$ cat config.mk
export PLATFORM = sky130hd
export DESIGN_NAME = life_top
export DESIGN_NICKNAME = d
export VERILOG_FILES = /design/src/design/life_pkg.sv /design/src/design/row_mem_if.sv /design/src/design/cell_bank_ram.sv /design/src/design/life_row_update.sv /design/src/design/life_top.sv /design/src/design/pass_sequencer.sv
export VERILOG_INCLUDE_DIRS = /design/src /design/src/include
export SDC_FILE = /design/constraint.sdc
export NUM_CORES = 2
export LEC_CHECK = 0
export ABC_AREA = 1
export BUFFER_PORTS_ARGS = -buffer_cell sky130_fd_sc_hd__buf_4
export CORE_MARGIN = 3
export CORE_UTILIZATION = 40
export CTS_CLUSTER_SIZE = 8
export DETAILED_ROUTE_END_ITERATION = 6
export HOLD_SLACK_MARGIN = 0.05
export PLACE_DENSITY_LB_ADDON = 0.3
export SYNTH_ARGS = -nofsm -noshare
export SYNTH_HDL_FRONTEND = slang
export SYNTH_SLANG_ARGS = --single-unit
export TNS_END_PERCENT = 1
$ cat constraint.sdc
create_clock -name clk -period 4.7 [get_ports clk]
set_input_delay 0.235 -clock clk [delete_from_list [all_inputs] [get_ports clk]]
set_output_delay 0.235 -clock clk [all_outputs]
set_load 0.01 [all_outputs]
$ cat src/include/life_settings.svh
//////////////////////////////
// board geometry and counter widths for the life engine
// include wherever the sizes are needed, guard makes repeats harmless
//////////////////////////////
`ifndef LIFE_SETTINGS_SVH
`define LIFE_SETTINGS_SVH

// cells per row, one full row goes through the datapath per cycle
`define LIFE_WIDTH 32

// rows per board, one bank of the row memory
`define LIFE_DEPTH 16

// row index width, must cover LIFE_DEPTH
`define LIFE_ADDR_BITS 4

// completed generations, wraps silently
`define LIFE_GEN_BITS 16

`endif

$ cat src/design/life_pkg.sv
//////////////////////////////
// shared types for the row-streaming life engine
// rtl files pull these in with a wildcard import
//////////////////////////////
`include "life_settings.svh"

package life_pkg;

	// one board row, bit n is column n
	typedef logic [`LIFE_WIDTH-1:0] row_t;

	// row index inside one bank
	typedef logic [`LIFE_ADDR_BITS-1:0] row_addr_t;

	// {bank, row} as seen by the row memory
	typedef logic [`LIFE_ADDR_BITS:0] mem_addr_t;

	// vertical three-cell tally, max 3
	typedef logic [1:0] count3_t;

	// 3x3 tally incl. center cell, max 9
	typedef logic [3:0] count9_t;

	// generation counter
	typedef logic [`LIFE_GEN_BITS-1:0] gen_count_t;

	// pass sequencer FSM
	typedef enum logic [1:0] {
		IDLE   = 2'd0, // host owns the front bank
		STREAM = 2'd1, // wrapped row reads in flight
		FLUSH  = 2'd2  // last write-backs draining
	} pass_state_e;

endpackage

$ cat src/design/row_mem_if.sv
//////////////////////////////
// port bundle of the double-banked row memory
// one read port (1 cycle latency) and one write port
//////////////////////////////
interface row_mem_if;
	import life_pkg::*;

	mem_addr_t raddr; // {bank, row}, sampled every cycle
	row_t      rdata; // valid the cycle after raddr
	mem_addr_t waddr; // {bank, row}
	row_t      wdata;
	logic      we;    // write on this edge

	// sequencer side, owns all addressing
	modport ctrl (
		output raddr, waddr, wdata, we,
		input  rdata
	);

	// memory side
	modport mem (
		input  raddr, waddr, wdata, we,
		output rdata
	);

	// row window only snoops the read data
	modport tap (
		input rdata
	);

endinterface

$ cat src/design/cell_bank_ram.sv
//////////////////////////////
// two banks of LIFE_DEPTH rows, registered read, sync write
// front/back selection is the top address bit
//////////////////////////////
`include "life_settings.svh"

module cell_bank_ram (
	input logic     clk,
	row_mem_if.mem  mem
);
	import life_pkg::*;

	// bank 0 rows 0..DEPTH-1, bank 1 above
	row_t ram [0:2*`LIFE_DEPTH-1];

	// flat index from {bank, row}
	function automatic int unsigned flat_idx(input mem_addr_t a);
		int unsigned row_i;
		row_i = a[`LIFE_ADDR_BITS-1:0];
		return a[`LIFE_ADDR_BITS] ? row_i + `LIFE_DEPTH : row_i;
	endfunction

	//////////////////////////////
	// write port
	//////////////////////////////
	always_ff @(posedge clk) begin
		if (mem.we) begin
			ram[flat_idx(mem.waddr)] <= mem.wdata; // one full row per edge
		end
	end

	//////////////////////////////
	// read port
	//////////////////////////////
	// q register, old data on a same-address collision
	always_ff @(posedge clk) begin
		mem.rdata <= ram[flat_idx(mem.raddr)];
	end

endmodule

$ cat src/design/life_row_update.sv
//////////////////////////////
// three-row window and toroidal life rule for one full row
// window shifts on shift, result row registered one cycle later
//////////////////////////////
`include "life_settings.svh"

module life_row_update (
	input  logic           clk,
	input  logic           rst_n,
	row_mem_if.tap         mem,
	input  logic           shift,
	output life_pkg::row_t next_row
);
	import life_pkg::*;

	row_t    win_top;  // oldest row, above
	row_t    win_mid;  // row being updated
	row_t    win_bot;  // newest row, below
	logic    shift_q;  // window just moved
	count3_t col_sum [`LIFE_WIDTH];
	count9_t blk_sum [`LIFE_WIDTH];
	row_t    life_row;

	//////////////////////////////
	// row window
	//////////////////////////////
	always_ff @(posedge clk) begin
		if (shift) begin
			win_top <= win_mid;
			win_mid <= win_bot;
			win_bot <= mem.rdata; // read data from the previous cycle's address
		end
	end

	always_ff @(posedge clk or negedge rst_n) begin
		if (!rst_n) begin
			shift_q <= 1'b0;
		end else begin
			shift_q <= shift;
		end
	end

	//////////////////////////////
	// neighbour tally
	//////////////////////////////
	// vertical 1x3 per column
	always_comb begin
		for (int c = 0; c < `LIFE_WIDTH; c++) begin
			col_sum[c] = {1'b0, win_top[c]} + {1'b0, win_mid[c]} + {1'b0, win_bot[c]};
		end
	end

	// horizontal sum of three column tallies, wraps at both edges
	always_comb begin
		for (int c = 0; c < `LIFE_WIDTH; c++) begin
			int lft;
			int rgt;
			lft = (c == 0) ? `LIFE_WIDTH - 1 : c - 1;
			rgt = (c == `LIFE_WIDTH - 1) ? 0 : c + 1;
			blk_sum[c] = {2'b00, col_sum[lft]} + {2'b00, col_sum[c]} + {2'b00, col_sum[rgt]};
		end
	end

	//////////////////////////////
	// life rule
	//////////////////////////////
	// 9-sum includes the center: 3 -> alive, 4 -> keep current state
	always_comb begin
		for (int c = 0; c < `LIFE_WIDTH; c++) begin
			life_row[c] = (blk_sum[c] == 4'd3) || (win_mid[c] && (blk_sum[c] == 4'd4));
		end
	end

	always_ff @(posedge clk) begin
		if (shift_q) begin
			next_row <= life_row; // write-back data for the middle row
		end
	end

endmodule

$ cat src/design/life_top.sv
//////////////////////////////
// life engine top, host load/step/readback of one toroidal board
// sequencer, row memory and row update around one memory bundle
//////////////////////////////
module life_top (
	input  logic                 clk,
	input  logic                 rst_n,
	// control
	input  logic                 step,      // start one generation
	output logic                 busy,
	output logic                 done,      // 1 cycle, pass finished
	output life_pkg::gen_count_t gen_count,
	// host write, front bank
	input  logic                 wr_en,
	input  life_pkg::row_addr_t  wr_addr,
	input  life_pkg::row_t       wr_data,
	// host read, front bank
	input  logic                 rd_en,
	input  life_pkg::row_addr_t  rd_addr,
	output logic                 rd_valid,
	output life_pkg::row_t       rd_data
);
	import life_pkg::*;

	row_mem_if mem_bus (); // row memory port bundle

	logic shift;    // window shift strobe
	row_t next_row; // updated row for write-back

	//////////////////////////////
	// pass control
	//////////////////////////////
	pass_sequencer u_seq (
		.clk       (clk),
		.rst_n     (rst_n),
		.step      (step),
		.busy      (busy),
		.done      (done),
		.gen_count (gen_count),
		.wr_en     (wr_en),
		.wr_addr   (wr_addr),
		.wr_data   (wr_data),
		.rd_en     (rd_en),
		.rd_addr   (rd_addr),
		.rd_valid  (rd_valid),
		.rd_data   (rd_data),
		.mem       (mem_bus.ctrl),
		.shift     (shift),
		.next_row  (next_row)
	);

	//////////////////////////////
	// board storage
	//////////////////////////////
	cell_bank_ram u_ram (
		.clk (clk),
		.mem (mem_bus.mem)
	);

	//////////////////////////////
	// datapath
	//////////////////////////////
	life_row_update u_row (
		.clk      (clk),
		.rst_n    (rst_n),
		.mem      (mem_bus.tap), // snoops rdata only
		.shift    (shift),
		.next_row (next_row)
	);

endmodule

$ cat src/design/pass_sequencer.sv
//////////////////////////////
// pass control: host access while idle, row streaming while busy
// one accepted step = one generation, banks swap on done
//////////////////////////////
`include "life_settings.svh"

module pass_sequencer (
	input  logic                 clk,
	input  logic                 rst_n,
	// control
	input  logic                 step,
	output logic                 busy,
	output logic                 done,
	output life_pkg::gen_count_t gen_count,
	// host write
	input  logic                 wr_en,
	input  life_pkg::row_addr_t  wr_addr,
	input  life_pkg::row_t       wr_data,
	// host read
	input  logic                 rd_en,
	input  life_pkg::row_addr_t  rd_addr,
	output logic                 rd_valid,
	output life_pkg::row_t       rd_data,
	// memory and row window
	row_mem_if.ctrl              mem,
	output logic                 shift,
	input  life_pkg::row_t       next_row
);
	import life_pkg::*;

	localparam int        LAST_RD  = `LIFE_DEPTH + 1;          // reads 0..DEPTH+1
	localparam row_addr_t LAST_ROW = row_addr_t'(`LIFE_DEPTH - 1);

	pass_state_e              state;
	logic                     front;     // bank with the current board
	logic [`LIFE_ADDR_BITS:0] rd_cnt;    // read index within the pass
	row_addr_t                rd_row;    // wrapped row for rd_cnt
	logic                     rd_fire;   // engine read this cycle
	logic                     wb_fire;   // this read completes a window
	logic [2:0]               wb_d;      // write-back flag delay line
	row_addr_t                wrow_d [3]; // write row delay line
	logic                     last_wr;

	assign busy    = (state != IDLE);
	assign rd_data = mem.rdata; // host read data, qualified by rd_valid

	//////////////////////////////
	// read index -> row address
	//////////////////////////////
	// order is DEPTH-1, 0, 1 .. DEPTH-1, 0
	always_comb begin
		if (rd_cnt == '0) begin
			rd_row = LAST_ROW;       // row above row 0
		end else if (rd_cnt == LAST_RD[`LIFE_ADDR_BITS:0]) begin
			rd_row = '0;             // row below the last row
		end else begin
			rd_row = row_addr_t'(rd_cnt - 1'b1);
		end
	end

	assign rd_fire = (state == STREAM);
	assign wb_fire = rd_fire && (rd_cnt >= 2'd2); // third row of a window

	//////////////////////////////
	// delay line, read -> shift -> write
	//////////////////////////////
	always_ff @(posedge clk or negedge rst_n) begin
		if (!rst_n) begin
			shift <= 1'b0;
			wb_d  <= '0;
		end else begin
			shift <= rd_fire;              // lines up with rdata
			wb_d  <= {wb_d[1:0], wb_fire}; // 3 cycles, matches next_row
		end
	end

	// write row = middle row of that window = read index - 2
	always_ff @(posedge clk) begin
		wrow_d[0] <= row_addr_t'(rd_cnt - 2'd2);
		wrow_d[1] <= wrow_d[0];
		wrow_d[2] <= wrow_d[1];
	end

	assign last_wr = wb_d[2] && (wrow_d[2] == LAST_ROW);

	//////////////////////////////
	// FSM, bank and generation
	//////////////////////////////
	always_ff @(posedge clk or negedge rst_n) begin
		if (!rst_n) begin
			state     <= IDLE;
			rd_cnt    <= '0;
			front     <= 1'b0;
			gen_count <= '0;
			done      <= 1'b0;
			rd_valid  <= 1'b0;
		end else begin
			done     <= 1'b0;
			rd_valid <= rd_en && (state == IDLE); // read latency is one cycle
			case (state)
				IDLE: begin
					if (step) begin
						state  <= STREAM;
						rd_cnt <= '0;
					end
				end
				STREAM: begin
					if (rd_cnt == LAST_RD[`LIFE_ADDR_BITS:0]) begin
						state <= FLUSH; // hold rd_cnt, reads are don't care now
					end else begin
						rd_cnt <= rd_cnt + 1'b1;
					end
				end
				FLUSH: begin
					if (last_wr) begin
						state     <= IDLE;
						front     <= ~front;            // back bank now current
						gen_count <= gen_count + 1'b1;
						done      <= 1'b1;
					end
				end
				default: state <= IDLE;
			endcase
		end
	end

	//////////////////////////////
	// memory port mux
	//////////////////////////////
	always_comb begin
		if (state == IDLE) begin
			// host sees the front bank only
			mem.raddr = {front, rd_addr};
			mem.waddr = {front, wr_addr};
			mem.wdata = wr_data;
			mem.we    = wr_en;
		end else begin
			mem.raddr = {front, rd_row};      // stream from current board
			mem.waddr = {~front, wrow_d[2]};  // results into back bank
			mem.wdata = next_row;
			mem.we    = wb_d[2];
		end
	end

endmodule

==> impl_metrics.py <==
metrics = {
    "detailed_routing": {
        "totalWireLength_um": 157000,
        "first_iter_violations": 3856,
        "post-route-drc-count": 2,
        "drt-vias-per-instance": 5.29,
        "wire_length_per_cell_after_detailed_routing_um": 21.8,
        "detailedRoute.firstPassIterationCount": 7,
        "num_vias": 38200,
        "drtAntennaViolNets": 0,
    },
    "clock_network": {
        "tritoncts_num_sinks": 1227,
        "clk_root_buffer_cell": "sky130_fd_sc_hd__clkbuf_16",
        "clock_insertion_delay_worst_skew_ns": 0.77,
        "tritoncts.num_buffers": 172,
        "h-tree-depth": 4,
        "clock_tree_from_tritoncts": "yes",
        "cts.reportedPaths.clkPinSlew_ns": 0.05,
        "cts_max_path_buffers": 3,
    },
    "layout": {
        "mostFrequentLayoutCell": "sky130_fd_sc_hd__nand2_1",
        "nNetsFinal": 5476,
        "post_route_cells_drive_above_1_share_pct": 8.55,
        "commonest_non_fill_non_tap_cells_in_the_layout": "1189 x sky130_fd_sc_hd__nand2_1, 1152 x sky130_fd_sc_hd__edfxtp_1, 1130 x sky130_fd_sc_hd__nand3_1",
        "filler_cell_count": 12700,
        "antennaDiodeCount": 0,
        "synthToLayoutAreaGrowth_pct": 14.4,
    },
    "global_route": {
        "vias_in_the_first_global_route": 37300,
        "grt_max_degree": 200,
        "grt_overflow": 0,
        "grt_first_pass_wirelength_um": 236000,
        "antenna_found_initial": 1,
        "grt_usage_pct": 21.3,
    },
    "logic_synthesis": {
        "ys_types": 42,
        "largest_family_of_logic_cells_by_synthesized_area": "simple AND/OR/NAND/NOR gates",
        "synth.ff_latch_count": 1227,
        "syn_area_mm2": 0.0565,
        "area_fraction_in_compound_gates_after_synthesis_pct": 0.921,
        "syn_inst": 5137,
        "synth_adder_area_share_pct": 5.73,
        "yosys_warnings": 0,
        "synth.avg_cell_area_um2": 11.0,
        "synth-simple-area-share_pct": 21.1,
        "synthesis.nets": 5383,
        "synth-seq-area-share_pct": 64.2,
        "synthXorXnorAreaFrac_pct": 0.760,
        "synth.mux.area_fraction_pct": 0,
    },
    "die": {
        "design.die.area_mm2": 0.146,
        "floorplan.die.height_um": 382,
        "design.core.area_mm2": 0.140,
        "ioPinCount": 96,
        "starting_density_of_the_core_pct": 40.4,
        "die_w_um": 382,
        "placement_rows": 137,
    },
    "timing": {
        "worst_slack_ns": 1.16,
        "maxClockFrequency_mhz": 282,
        "finalHoldViolations": 0,
        "finalMaxSlewViolations": 0,
        "finalSetupTns_ns": 0,
        "grt_setup_unrepaired": "no",
        "min_period_ns": 3.54,
        "fin_skew_ns": 0.0216,
        "timing.max_slew.rel_slack_pct": 16.8,
        "period_share_pct": 75.4,
        "final-setup-viol-count": 0,
        "worst_slew_pin_slew_ns": 1.25,
    },
    "critical_path": {
        "critPathMaxFanout": 88,
        "setup.worst_path.class": "reg2reg",
        "timing.critical_path.arrival_ns": 4.22,
        "critical_path.startpoint_type": "flop",
        "timing.critical_path.to_type": "flop",
        "worst_ep_required_time_ns": 5.38,
    },
    "job": {
        "cap_violations": 0,
    },
    "worst_hold_path": {
        "min-delay-path-class": "in2reg",
    },
    "run_status": {
        "failing_checks": "DRC",
        "run_status": "finished with violations",
    },
    "placed_design": {
        "detailedPlacementHpwl_um": 86400,
        "post-place-ws_ns": 1.26,
        "finalWeightedCongestion": 0.817,
        "placement.io_buffers": 95,
    },
}
what timing repair did:
item                       in CTS  in global routing
buffers inserted                0                  0
hold endpoints to repair       38                  0
setup endpoints to repair       0                  0
resized for setup               0                  0
hold buffers                    5                  0
routing by layer:
metal	GRT usage, %	routed length [µm]
met5	0	0
met4	7.37	4820
met3	3.31	11800
met2	34.8	75000
met1	28.9	65500
final cells by class:
class | instances | area, µm² | share of cell area (%)
Sequential cell | 1227 | 36300 | 56.1
Tap cell | 1876 | 2350 | 3.63
Clock inverter | 17 | 304 | 0.471
Timing Repair Buffer | 200 | 1960 | 3.04
Multi-Input combinational cell | 2926 | 16400 | 25.4
Clock buffer | 269 | 4690 | 7.26
Inverter | 703 | 2650 | 4.09
registers in the layout, indices dropped and copies added (netlist names), 5 cells and up:
signal	count
u_row.win_bot	32
u_ram.mem.rdata	32
u_seq.wrow_d	12
u_seq.gen_count	16
u_seq.rd_cnt	5
u_row.win_top	32
u_row.win_mid	32
u_ram.ram	1024
u_row.next_row	32
kinds of logic (layout without fill, tap and decap cells):
group                      count (synthesis)  after routing
AOI/OAI and AO/OA                         77             77
xor gates and xnor gates                  49             49
adders and majority gates                201            201
buffers and inverters                    984           1189
DFF                                     1227           1227
and+or+nand+nor                         2599           2599
cells in the mapped netlist (all sizes together):
master	instances	area, µm²
xnor2	12	105
nor3b	1	7.51
nor4	2	12.5
dfxtp	44	881
inv	702	2640
o22ai	1	6.26
xor2	37	324
a211oi	23	173
nand3	1131	5670
ha	105	1310
o21ai	10	50.0
nor2	74	293
o21a	1	7.51
dfrtp	31	776
clkinv	1	3.75
nor3	4	20.0
or2	22	138
fa	96	1920
nand4	5	37.5
nand2	1191	4490
buf	244	1360
a31oi	17	106
a41oi	1	8.76
edfxtp	1152	34600
nand3b	169	1270
clkbuf	37	139
a221oi	9	78.8
a21oi	15	90.1
critical path, stage by stage (launching register included):
cell                      delay (ns)
sky130_fd_sc_hd__dfrtp_1        0.42
sky130_fd_sc_hd__inv_1          0.15
sky130_fd_sc_hd__ha_1           0.22
sky130_fd_sc_hd__inv_1          0.05
sky130_fd_sc_hd__nor2_1         0.05
sky130_fd_sc_hd__a21oi_4        0.27
sky130_fd_sc_hd__nand2_8        0.33
sky130_fd_sc_hd__nand2_8        0.62
sky130_fd_sc_hd__buf_12         0.41
sky130_fd_sc_hd__nand2_1        0.09
sky130_fd_sc_hd__nand2_1        0.08
sky130_fd_sc_hd__nand2_1        0.05
sky130_fd_sc_hd__nand3_1        0.12
sky130_fd_sc_hd__nand3_1        0.09
sky130_fd_sc_hd__nand2_1        0.11
sky130_fd_sc_hd__nand2_1        0.09
sky130_fd_sc_hd__nand2_1        0.16
per-stage QoR:
step                cell area (µm²)  util (%)  hold WS [ns]  std cells
floorplan                     56500         -       -0.0606       5137
global placement              59600      42.6         0.202       6927
detailed placement            59600      42.6         0.203       6927
CTS                           64600      46.2        0.0933       7218
global route                  64600      46.2         0.143       7218
finish                        64600      46.2         0.143       7218
final timing paths:
check	endpoint	slack (ns)	from	cells after the start
worst max-delay path	u_ram.mem.rdata[15]	1.16	u_seq.rd_cnt[0]	16
worst min register to register	u_seq.wrow_d[0][11]	0.32	u_seq.wrow_d[0][7]	0
max in group asynchronous	u_seq.shift	3.98	rst_n	4
worst max register to register	u_ram.mem.rdata[15]	1.16	u_seq.rd_cnt[0]	16
min in group asynchronous	u_row.shift_q	0.51	rst_n	4
worst min-delay path	u_ram.ram[0][19]	0.14	wr_data[19]	4
Power is left out: the tool's default activity adds up to more than one toggle a clock period on the data nets, which glitch-free logic cannot reach.
